==> src/queue_cfg_pkg.sv <==
package queue_cfg_pkg;

  // ===================================================================
  // Queue geometry
  // ===================================================================

  // Fetch and decode width
  localparam int LANES = 4;

  // One bank per lane
  localparam int BANKS = LANES;

  localparam int QUEUE_DEPTH = 16;
  localparam int BANK_DEPTH  = QUEUE_DEPTH / BANKS;

  // ===================================================================
  // Index, count and pointer widths
  // ===================================================================

  // Bank or lane select
  localparam int LANE_IDX_W = $clog2(LANES);
  // Count from 0 to LANES inclusive
  localparam int LANE_CNT_W = $clog2(LANES + 1);

  // Per-bank read/write pointer and occupancy
  localparam int BANK_PTR_W = $clog2(BANK_DEPTH);
  localparam int BANK_CNT_W = $clog2(BANK_DEPTH + 1);

  // Width of one stored instruction slot
  localparam int SLOT_W = 50;

endpackage

==> src/instr_pkg.sv <==
package instr_pkg;

  import queue_cfg_pkg::*;

  // ===================================================================
  // Instruction encoding
  // ===================================================================

  typedef enum logic [1:0] {
    OP_ALU,
    OP_LOAD,
    OP_STORE,
    OP_BRANCH
  } opcode_e;

  // One instruction slot, also the FIFO data word
  typedef struct packed {
    logic [31:0] pc;
    opcode_e     op;
    logic [15:0] imm;
  } instr_slot_t;

  // ===================================================================
  // Fetch group
  // ===================================================================

  // Sparse group from fetch, mask bit i qualifies slot i
  typedef struct packed {
    instr_slot_t [LANES-1:0] slot;
    logic        [LANES-1:0] mask;
  } fetch_group_t;

endpackage

==> src/bank_fifo.sv <==
`timescale 1ns/1ps

module bank_fifo
  import queue_cfg_pkg::*;
(
  input  logic              clk,
  input  logic              rst_n_i,
  input  logic              flush_i,
  input  logic              push_i,
  input  logic              pop_i,
  input  logic [SLOT_W-1:0] data_i,
  output logic [SLOT_W-1:0] data_o,
  output logic              full_o,
  output logic              empty_o
);

  logic [SLOT_W-1:0]     mem [BANK_DEPTH];
  logic [BANK_PTR_W-1:0] wr_ptr;
  logic [BANK_PTR_W-1:0] rd_ptr;
  logic [BANK_CNT_W-1:0] count;

  // ===================================================================
  // Pointers and occupancy
  // ===================================================================

  // Depth is a power of two, pointers wrap on their own
  always_ff @(posedge clk or negedge rst_n_i) begin
    if (!rst_n_i) begin
      wr_ptr <= '0;
      rd_ptr <= '0;
      count  <= '0;
    end else if (flush_i) begin
      wr_ptr <= '0;
      rd_ptr <= '0;
      count  <= '0;
    end else begin
      if (push_i) begin
        wr_ptr <= wr_ptr + 1'b1;
      end
      if (pop_i) begin
        rd_ptr <= rd_ptr + 1'b1;
      end
      case ({push_i, pop_i})
        2'b10:   count <= count + 1'b1;
        2'b01:   count <= count - 1'b1;
        default: count <= count;
      endcase
    end
  end

  // Storage
  always_ff @(posedge clk) begin
    if (push_i && !flush_i) begin
      mem[wr_ptr] <= data_i;
    end
  end

  // Head entry is always on the output
  assign data_o  = mem[rd_ptr];
  assign full_o  = (count == BANK_CNT_W'(BANK_DEPTH));
  assign empty_o = (count == '0);

  // The parent must never overrun or underrun a bank
  a_no_push_full: assert property (@(posedge clk) disable iff (!rst_n_i)
    push_i && full_o |-> flush_i)
    else $error("bank_fifo: push while full");

  a_no_pop_empty: assert property (@(posedge clk) disable iff (!rst_n_i)
    pop_i && empty_o |-> flush_i)
    else $error("bank_fifo: pop while empty");

endmodule

==> src/fetch_compactor.sv <==
`timescale 1ns/1ps

module fetch_compactor
  import queue_cfg_pkg::*;
  import instr_pkg::*;
(
  input  logic                    clk,
  input  logic                    rst_n_i,
  input  logic                    flush_i,
  input  logic                    fetch_valid_i,
  input  fetch_group_t            fetch_group_i,
  output logic                    fetch_ready_o,
  output logic        [LANES-1:0] write_valid_o,
  output instr_slot_t [LANES-1:0] write_data_o,
  input  logic                    write_ready_i
);

  logic [LANE_CNT_W-1:0]   fill_cnt;
  logic [LANES-1:0]        pack_valid;
  instr_slot_t [LANES-1:0] pack_data;
  logic                    fetch_fire;
  logic [LANES-1:0]        valid_q;
  instr_slot_t [LANES-1:0] data_q;

  // ===================================================================
  // Compaction
  // ===================================================================

  // Running count of valid slots below slot j gives its target lane
  always_comb begin
    fill_cnt  = '0;
    pack_data = '0;
    for (int j = 0; j < LANES; j++) begin
      if (fetch_group_i.mask[j]) begin
        pack_data[fill_cnt[LANE_IDX_W-1:0]] = fetch_group_i.slot[j];
        fill_cnt = fill_cnt + 1'b1;
      end
    end
  end

  // Lanes below the count are valid
  always_comb begin
    for (int i = 0; i < LANES; i++) begin
      pack_valid[i] = (fill_cnt > LANE_CNT_W'(i));
    end
  end

  // ===================================================================
  // Output register
  // ===================================================================

  // Free when empty or drained into the FIFO this cycle
  assign fetch_ready_o = ~(|valid_q) || write_ready_i;
  assign fetch_fire    = fetch_valid_i && fetch_ready_o;

  // An all-zero mask loads an empty register, so the group is dropped
  always_ff @(posedge clk or negedge rst_n_i) begin
    if (!rst_n_i) begin
      valid_q <= '0;
    end else if (flush_i) begin
      valid_q <= '0;
    end else if (fetch_fire) begin
      valid_q <= pack_valid;
    end else if (write_ready_i) begin
      valid_q <= '0;
    end
  end

  always_ff @(posedge clk) begin
    if (fetch_fire) begin
      data_q <= pack_data;
    end
  end

  assign write_valid_o = valid_q;
  assign write_data_o  = data_q;

  // Held group must not change under back-pressure
  a_hold_stable: assert property (@(posedge clk) disable iff (!rst_n_i)
    (|write_valid_o) && !write_ready_i && !flush_i
      |=> $stable(write_valid_o) && $stable(write_data_o))
    else $error("fetch_compactor: write group changed while stalled");

endmodule

==> src/instr_queue_top.sv <==
`timescale 1ns/1ps

module instr_queue_top
  import queue_cfg_pkg::*;
  import instr_pkg::*;
(
  input  logic                    clk,
  input  logic                    rst_n_i,
  input  logic                    flush_i,
  input  logic                    fetch_valid_i,
  input  fetch_group_t            fetch_group_i,
  output logic                    fetch_ready_o,
  output logic        [LANES-1:0] decode_valid_o,
  output instr_slot_t [LANES-1:0] decode_data_o,
  input  logic        [LANES-1:0] decode_ready_i
);

  // Compacted write group into the FIFO
  logic        [LANES-1:0] write_valid;
  instr_slot_t [LANES-1:0] write_data;
  logic                    write_ready;

  fetch_compactor u_compactor (
    .clk           (clk),
    .rst_n_i       (rst_n_i),
    .flush_i       (flush_i),
    .fetch_valid_i (fetch_valid_i),
    .fetch_group_i (fetch_group_i),
    .fetch_ready_o (fetch_ready_o),
    .write_valid_o (write_valid),
    .write_data_o  (write_data),
    .write_ready_i (write_ready)
  );

  multi_port_fifo u_fifo (
    .clk           (clk),
    .rst_n_i       (rst_n_i),
    .flush_i       (flush_i),
    .write_valid_i (write_valid),
    .write_data_i  (write_data),
    .write_ready_o (write_ready),
    .read_valid_o  (decode_valid_o),
    .read_ready_i  (decode_ready_i),
    .read_data_o   (decode_data_o)
  );

endmodule

==> src/multi_port_fifo.sv <==
`timescale 1ns/1ps

module multi_port_fifo
  import queue_cfg_pkg::*;
  import instr_pkg::*;
(
  input  logic                    clk,
  input  logic                    rst_n_i,
  input  logic                    flush_i,
  input  logic        [LANES-1:0] write_valid_i,
  input  instr_slot_t [LANES-1:0] write_data_i,
  output logic                    write_ready_o,
  output logic        [LANES-1:0] read_valid_o,
  input  logic        [LANES-1:0] read_ready_i,
  output instr_slot_t [LANES-1:0] read_data_o
);

  logic [LANE_CNT_W-1:0] write_num;
  logic [LANE_CNT_W-1:0] read_num;
  logic [LANE_CNT_W-1:0] full_cnt;
  logic                  write_fire;

  // Per bank: which lane it takes next on write and on read
  logic [LANE_IDX_W-1:0] bank_wr_idx [BANKS];
  logic [LANE_IDX_W-1:0] bank_rd_idx [BANKS];
  // Per lane: which bank holds its entry
  logic [LANE_IDX_W-1:0] lane_bank [LANES];

  logic [BANKS-1:0]  bank_push;
  logic [BANKS-1:0]  bank_pop;
  logic [BANKS-1:0]  bank_full;
  logic [BANKS-1:0]  bank_empty;
  logic [SLOT_W-1:0] bank_din  [BANKS];
  logic [SLOT_W-1:0] bank_dout [BANKS];

  // True for masks of the form 0..01..1
  function automatic logic is_prefix(logic [LANES-1:0] m);
    logic [LANES-1:0] nxt;
    nxt = m + 1'b1;
    return (nxt & m) == '0;
  endfunction

  // ===================================================================
  // Group sizes and write acceptance
  // ===================================================================

  always_comb begin
    write_num = '0;
    read_num  = '0;
    full_cnt  = '0;
    for (int i = 0; i < LANES; i++) begin
      write_num = write_num + LANE_CNT_W'(write_valid_i[i]);
      read_num  = read_num + LANE_CNT_W'(read_ready_i[i]);
    end
    for (int b = 0; b < BANKS; b++) begin
      full_cnt = full_cnt + LANE_CNT_W'(bank_full[b]);
    end
  end

  // Enough free banks for a full-width group
  assign write_ready_o = (full_cnt <= LANE_CNT_W'(BANKS - LANES));
  assign write_fire    = (|write_valid_i) && write_ready_o;

  // ===================================================================
  // Banks with rotating indices
  // ===================================================================

  for (genvar b = 0; b < BANKS; b++) begin : g_bank
    always_ff @(posedge clk or negedge rst_n_i) begin
      if (!rst_n_i) begin
        bank_wr_idx[b] <= LANE_IDX_W'(b);
        bank_rd_idx[b] <= LANE_IDX_W'(b);
      end else if (flush_i) begin
        bank_wr_idx[b] <= LANE_IDX_W'(b);
        bank_rd_idx[b] <= LANE_IDX_W'(b);
      end else begin
        if (write_fire) begin
          bank_wr_idx[b] <= bank_wr_idx[b] - write_num[LANE_IDX_W-1:0];
        end
        bank_rd_idx[b] <= bank_rd_idx[b] - read_num[LANE_IDX_W-1:0];
      end
    end

    // Bank takes part only if its lane index falls inside the group
    assign bank_push[b] = write_fire && (LANE_CNT_W'(bank_wr_idx[b]) < write_num);
    assign bank_pop[b]  = (LANE_CNT_W'(bank_rd_idx[b]) < read_num);
    assign bank_din[b]  = write_data_i[bank_wr_idx[b]];

    bank_fifo u_bank (
      .clk     (clk),
      .rst_n_i (rst_n_i),
      .flush_i (flush_i),
      .push_i  (bank_push[b]),
      .pop_i   (bank_pop[b]),
      .data_i  (bank_din[b]),
      .data_o  (bank_dout[b]),
      .full_o  (bank_full[b]),
      .empty_o (bank_empty[b])
    );
  end

  // ===================================================================
  // Read lane mapping
  // ===================================================================

  for (genvar l = 0; l < LANES; l++) begin : g_lane
    always_ff @(posedge clk or negedge rst_n_i) begin
      if (!rst_n_i) begin
        lane_bank[l] <= LANE_IDX_W'(l);
      end else if (flush_i) begin
        lane_bank[l] <= LANE_IDX_W'(l);
      end else begin
        lane_bank[l] <= lane_bank[l] + read_num[LANE_IDX_W-1:0];
      end
    end

    // Lane 0 always maps to the bank holding the oldest entry
    assign read_valid_o[l] = ~bank_empty[lane_bank[l]];
    assign read_data_o[l]  = instr_slot_t'(bank_dout[lane_bank[l]]);
  end

  // Port contracts
  a_write_prefix: assert property (@(posedge clk) disable iff (!rst_n_i)
    is_prefix(write_valid_i))
    else $error("multi_port_fifo: write_valid_i not contiguous from lane 0");

  a_read_prefix: assert property (@(posedge clk) disable iff (!rst_n_i)
    is_prefix(read_ready_i))
    else $error("multi_port_fifo: read_ready_i not contiguous from lane 0");

  a_read_on_valid: assert property (@(posedge clk) disable iff (!rst_n_i)
    (read_ready_i & ~read_valid_o) == '0)
    else $error("multi_port_fifo: read_ready_i set on an empty lane");

endmodule

==> config.mk <==
export PLATFORM = sky130hd
export DESIGN_NAME = instr_queue_top
export DESIGN_NICKNAME = d
export VERILOG_FILES = /design/src/queue_cfg_pkg.sv /design/src/instr_pkg.sv /design/src/bank_fifo.sv /design/src/fetch_compactor.sv /design/src/instr_queue_top.sv /design/src/multi_port_fifo.sv
export SDC_FILE = /design/constraint.sdc
export NUM_CORES = 1
export LEC_CHECK = 0
export BUFFER_PORTS_ARGS = -buffer_cell sky130_fd_sc_hd__clkbuf_2
export CAP_MARGIN = 20
export CELL_PAD_IN_SITES_DETAIL_PLACEMENT = 2
export CELL_PAD_IN_SITES_GLOBAL_PLACEMENT = 2
export CORE_MARGIN = 2
export CORE_UTILIZATION = 30
export CTS_BUF_LIST = sky130_fd_sc_hd__clkbuf_8
export CTS_CLUSTER_SIZE = 16
export DETAILED_ROUTE_END_ITERATION = 16
export PLACE_DENSITY_LB_ADDON = 0.1
export SLEW_MARGIN = 5
export SYNTH_ARGS = -nofsm -noshare
export SYNTH_HDL_FRONTEND = slang
export SYNTH_SLANG_ARGS = --single-unit
==> constraint.sdc <==
create_clock -name clk -period 15.4 [get_ports clk]
set_input_delay 1.54 -clock clk [delete_from_list [all_inputs] [get_ports clk]]
set_output_delay 1.54 -clock clk [all_outputs]
set_load 0.01 [all_outputs]
=== Yosys cells after proc, flatten, opt, wreduce, memory -nomap -nowiden ===
Memories as Yosys holds them, arrays and structs flattened.
Cells that the tools add are included.

* Register bits: 256
* RAM bits: 800
* Input bits: 212
* Output and inout port bits: 205
* Memories: 4

{| class="wikitable"
|+ Memories
! name !! words !! width !! read ports !! clocked after Yosys merged registers in !! wr ports !! RTL line !! RTL
|-
| u_fifo.g_bank[0].u_bank.mem || 4 || 50 || 1 || 0 || 1 || bank_fifo.sv:17 || <nowiki>logic [SLOT_W-1:0] mem [BANK_DEPTH];</nowiki>
|-
| u_fifo.g_bank[1].u_bank.mem || 4 || 50 || 1 || 0 || 1 || bank_fifo.sv:17 ||
|-
| u_fifo.g_bank[2].u_bank.mem || 4 || 50 || 1 || 0 || 1 || bank_fifo.sv:17 ||
|-
| u_fifo.g_bank[3].u_bank.mem || 4 || 50 || 1 || 0 || 1 || bank_fifo.sv:17 ||
|}

* $add $sub $neg: 40
* Order comparisons: 31
* Equality and inequality tests: 12
* Muxes and demuxes: 96
* Bitwise operators: 9
* Reductions and logical operators: 34

{| class="wikitable"
|+ Operator list
! cell !! count
|-
| $bmux 50 s2 || 8
|-
| $mux 50 || 16
|-
| $bwmux 200 || 3
|-
| $mux 200 || 3
|-
| $demux 50 s2 || 3
|-
| $mux 2 || 32
|-
| $lt 2x3->1 const B || 10
|-
| $lt 2x3->1 || 8
|-
| $pmux 3 s2 || 4
|-
| $mux 3 || 7
|-
| $add 3x1->3 || 6
|-
| $add 3x1->3 const B || 6
|-
| $reduce_bool 2->1 || 9
|-
| $add 2x1->2 const B || 8
|-
| $sub 2x2->2 || 8
|-
| $reduce_bool 3->1 || 5
|-
| $logic_and 1x1->1 || 13
|-
| $mux 1 || 13
|-
| $eq 3x3->1 const B || 4
|-
| $ge 3x3->1 const B || 4
|-
| $logic_not 3->1 || 4
|-
| $mux 4 || 3
|-
| $not 2->3 || 4
|-
| $sub 3x1->3 const B || 4
|-
| other kinds (16) || 37
|}

=== Longest topological paths before layout ===
* Word-level depth: 11
* Gate-level depth with buffers: 17

=== Hierarchy ===
Synthesis repeated with hierarchy kept, for this count alone.

* Cells, all modules: 2780
* Area total of the unflattened synthesis: 51949.8 um^2

{| class="wikitable"
|+ By module, submodules not included
! module !! times used !! cells an instance !! area each (um^2) !! seq. area each (um^2)
|-
| bank_fifo || 4 || 305 || 7714.9 || 6180.9
|-
| multi_port_fifo || 1 || 662 || 11123.2 || 615.6
|-
| fetch_compactor || 1 || 898 || 9967.1 || 6105.9
|}

=== Worst setup path after synthesis ===
Ideal clock, no wire load.

* Kind: reg2reg
* From: register u_fifo.g_bank[0].u_bank.count[2]
* To: register u_compactor.data_q, in the netlist u_compactor.write_data_o[0] (enable)
* Setup time: 0.551 ns
* Arrival time: 6.114 ns
* Required time: 14.849 ns
* Slack: 8.736 ns
* Stages on the path, launching flop included: 12
* Path through: dfrtp_1 > nor3b_1 > ha_1 > inv_1 > fa_1 > inv_1 > ha_1 > or3b_1 > buf_4 > nand2_1 > nand2_1 > inv_1

* Longest elaborated chain between the ends: 7

{| class="wikitable"
|+ Ends and longest elaborated chain
! element !! RTL line !! RTL
|-
| start: declaration || bank_fifo.sv:20 || <nowiki>logic [BANK_CNT_W-1:0] count;</nowiki>
|-
| start signal: assignment || bank_fifo.sv:44 || <nowiki>2'b10: count <= count + 1'b1;</nowiki>
|-
| start signal: assignment || bank_fifo.sv:45 || <nowiki>2'b01: count <= count - 1'b1;</nowiki>
|-
| start signal: assignment || bank_fifo.sv:46 || <nowiki>default: count <= count;</nowiki>
|-
| $eq 3x3->1 || bank_fifo.sv:60 || <nowiki>assign full_o = (count == BANK_CNT_W'(BANK_DEPTH));</nowiki>
|-
| $add 1x1->2 || multi_port_fifo.sv:56 || <nowiki>full_cnt = full_cnt + LANE_CNT_W'(bank_full[b]);</nowiki>
|-
| $add 3x1->3 (2 in series) || multi_port_fifo.sv:56 ||
|-
| $le 3x1->1 || multi_port_fifo.sv:61 || <nowiki>assign write_ready_o = (full_cnt <= LANE_CNT_W'(BANKS - LANES));</nowiki>
|-
| $logic_or 1x1->1 || fetch_compactor.sv:53 || <nowiki>assign fetch_ready_o = ~(|valid_q) || write_ready_i;</nowiki>
|-
| via fetch_ready_o || instr_queue_top.sv:12 || <nowiki>output logic fetch_ready_o,</nowiki>
|-
| $logic_and 1x1->1 || fetch_compactor.sv:54 || <nowiki>assign fetch_fire = fetch_valid_i && fetch_ready_o;</nowiki>
|-
| end signal: assignment || fetch_compactor.sv:71 || <nowiki>data_q <= pack_data;</nowiki>
|-
| end: declaration || fetch_compactor.sv:23 || <nowiki>instr_slot_t [LANES-1:0] data_q;</nowiki>
|}

The timed path passes the listed nets, and every way through them passes these cells.
A chain may end at the register's enable or synchronous reset.

==> impl_metrics.json <==
{
  "drt_iter0_markers": 2526,
  "clock_path_buffers": 3,
  "routabilityCongestion": 0.8186,
  "drc_errors": 0,
  "core_area_sq_um": 171500,
  "clockRootBuffer": "clkbuf_8",
  "grt_overflow": 0,
  "cts_buffers": 184,
  "grt_max_degree": 86,
  "fmax_mhz": 175.7,
  "wl_per_cell_um": 35.74,
  "fp.dieH_um": 419.5,
  "status": "finished, final reports clean",
  "drtAntennaViolNets": 0,
  "ys.flop_type": "edfxtp_1",
  "fin_ws_ns": 9.709,
  "regArea_sq_um": 31540,
  "clock_skew_ns": 0.04880,
  "syn_area_per_cell_sq_um": 18.56,
  "hold_path_class": "register to register",
  "async_flop_share_pct": 5.303,
  "fin_crit_ns": 5.691,
  "finalMaxSlewViolations": 0,
  "nets": 3471,
  "n_fill_cell": 17000,
  "synth.ff_latch_count": 1056,
  "clk_latency_ns": 0.91,
  "rsz0062_at_grt": "false",
  "grt_pass1_vias": 34380,
  "synth-edff-count": 1000,
  "num_vias": 31140,
  "tightest_slew_ns": 1.131,
  "power.total_w": 0.01220,
  "fin_crit_sh_pct": 36.96,
  "holdBufCountCts": 0,
  "fin_util_pct": 34.74,
  "required_ns": 13.86,
  "slew_headroom_pct": 24.57,
  "dp_hpwl_um": 129600,
  "htree_levels": 4,
  "ys_seq_area_share_pct": 60.73,
  "synth_cells": 2790,
  "cts.repair.resized": 0,
  "hold_viol": 0,
  "synth_cell_types": 55,
  "num_rows": 152,
  "clkSlewWorstSetupHoldPaths_ns": 0.07,
  "vias_per_cell": 5.510,
  "start_util_pct": 30.19,
  "area_delta_synth_final_pct": 15.08,
  "power_density_nw_per_um2": 204.8,
  "drtPass1Iterations": 5,
  "endpoint_kind": "output port",
  "cts_tree": "yes",
  "final_area_sq_um": 59590,
  "io_pins": 417,
  "antenna_found_initial": 15,
  "cts.sinks": 1056,
  "dp_slack_ns": 9.666,
  "crit_arrival_ns": 4.15,
  "wl_um": 202000,
  "setup_tns_ns": 0,
  "cap_viol_max_count": 0,
  "yosys_warnings": 0,
  "path_class": "register to output port",
  "cp_max_fo": 29,
  "worstSetupStartpointType": "register",
  "die_w_um": 419.5,
  "place_area_sq_um": 56200,
  "syn-cell-area_sq_um": 51780,
  "globalRouteTotalUtil_pct": 23.04,
  "drive_above_1_share_pct": 41.49,
  "cts_setup_buffers": 0,
  "portBuffers": 416,
  "setup-violations-final": 0,
  "power_leakage_nw": 19.86,
  "dieArea_sq_um": 175900,
  "multiInputGateArea_sq_um": 19130,
  "synth_nets": 3059,
  "ir_worst_vdd_mv": 0.09126,
  "grt_pass1_wl_um": 278600
}
worst max-delay path: stages, from the launching register on:
cell and delay, ns:
dfrtp_4 0.92, buf_4 0.81, mux4_2 0.66, mux4_2 0.60, clkbuf_2 0.18
flip-flops by register name, summed over array words and instances (netlist names):
register,cells
u_fifo.g_bank.u_bank.mem,800
u_compactor.write_data_o,200
u_fifo.g_bank.u_bank.count,12
u_fifo.bank_rd_idx,8
u_fifo.bank_wr_idx,8
u_fifo.g_bank.u_bank.rd_ptr,8
u_fifo.g_bank.u_bank.wr_ptr,8
u_fifo.lane_bank,8
u_compactor.write_valid_o,4
stage by stage:
stage	hold WS [ns]	std cells
2_1_floorplan	0.4988	2790
3_3_place_gp	0.5382	5325
3_5_place_dp	0.5504	5325
4_1_cts	0.5677	5640
5_1_grt	0.5756	5650
6_report	0.5695	5652
worst paths after layout:
| path | from | end | slack (ns) | cells past startpoint |
|---|---|---|---|---|
| setup / recovery | u_fifo.g_bank[1].u_bank.rd_ptr[0]$_DFFE_PN0P_ | decode_data_o[50] | 9.71 | 4 |
| hold / removal | u_compactor.write_valid_o[3]$_DFFE_PN0P_ | u_compactor.write_valid_o[3]$_DFFE_PN0P_ | 0.57 | 2 |
| setup reg to reg | u_fifo.g_bank[0].u_bank.count[0]$_DFFE_PN0P_ | u_fifo.g_bank[0].u_bank.mem[3][42]$_DFFE_PP_ | 10.59 | 11 |
| hold reg to reg | u_compactor.write_valid_o[3]$_DFFE_PN0P_ | u_compactor.write_valid_o[3]$_DFFE_PN0P_ | 0.57 | 2 |
| max in group asynchronous | rst_n_i | u_fifo.lane_bank[6]$_DFF_PN0_ | 13.96 | 2 |
| min in group asynchronous | rst_n_i | u_fifo.g_bank[0].u_bank.wr_ptr[1]$_DFFE_PN0P_ | 0.83 | 2 |
report_power, final:
part / internal [W] / switching [W]
Combinational: 0.00225 / 0.00285
Sequential: 0.00405 / 0.000625
Clock: 0.00124 / 0.00119
cells in the mapped netlist (all sizes together) (2+ instances only):
cell type	n	area share [%]
a211o	5	0.085
a211oi	3	0.043
a21boi	2	0.043
a21oi	7	0.068
a221o	49	0.95
a22o	50	0.85
a22oi	50	0.72
and2	26	0.31
buf	90	1.1
clkbuf	151	1.1
dfrtp	44	2.1
dfstp	12	0.61
edfxtp	1000	58
fa	7	0.27
ha	50	1.2
inv	45	0.33
mux2	8	0.20
mux2i	10	0.19
mux4	604	26
nand2	220	1.6
nand2b	22	0.31
nand3	2	0.019
nor2	45	0.33
nor2b	19	0.24
nor3	11	0.13
nor3b	2	0.029
o211ai	3	0.043
o21ai	202	2.0
o21bai	6	0.087
or2	4	0.048
or3	4	0.048
or3b	2	0.039
xnor2	17	0.35
xor2	10	0.17
layout by cell type (no fill, tap or decap), drive strengths merged, types with 45 or more instances in the layout:
| cell | netlist | layout |
|---|---|---|
| clkbuf | 151 | 603 |
| mux4 | 604 | 604 |
| ha | 50 | 50 |
| a221o | 49 | 49 |
| o21ai | 202 | 202 |
| buf | 90 | 53 |
| a22oi | 50 | 50 |
| a22o | 50 | 50 |
| inv | 45 | 99 |
| clkinv | 0 | 64 |
| edfxtp | 1000 | 1000 |
| nor2 | 45 | 45 |
| nand2 | 220 | 220 |
per-layer routing:
| metal | vias up | GRT usage [%] | share of wire [%] |
|---|---|---|---|
| li1 | 12580 | - | - |
| met1 | 17230 | 28.00 | 39 |
| met2 | 1008 | 40.71 | 52 |
| met3 | 329 | 3.247 | 4.2 |
| met4 | 0 | 10.00 | 4.1 |
| met5 | - | 0 | 0 |
cell families after synthesis:
logic type	Yosys count	synth area share, %
DFF	1056	60.73
muxes	622	26.67
AOI/OAI and AO/OA	383	4.975
and+or+nand+nor	359	3.129
buffers and inverters	286	2.508
adders and majority gates	57	1.479
xor gates and xnor gates	27	0.5147
layout make-up:
class | count | area share [%]
sequential | 1056 | 52.92
clock inverter | 126 | 1.249
inverter | 45 | 0.2961
clock buffer | 189 | 4.365
timing repair buffer | 467 | 4.162
multi-input combinational | 1448 | 32.11
antenna | 11 | 0.04619
tap | 2310 | 4.850
Note: power is estimated with default switching activity, not from simulation.
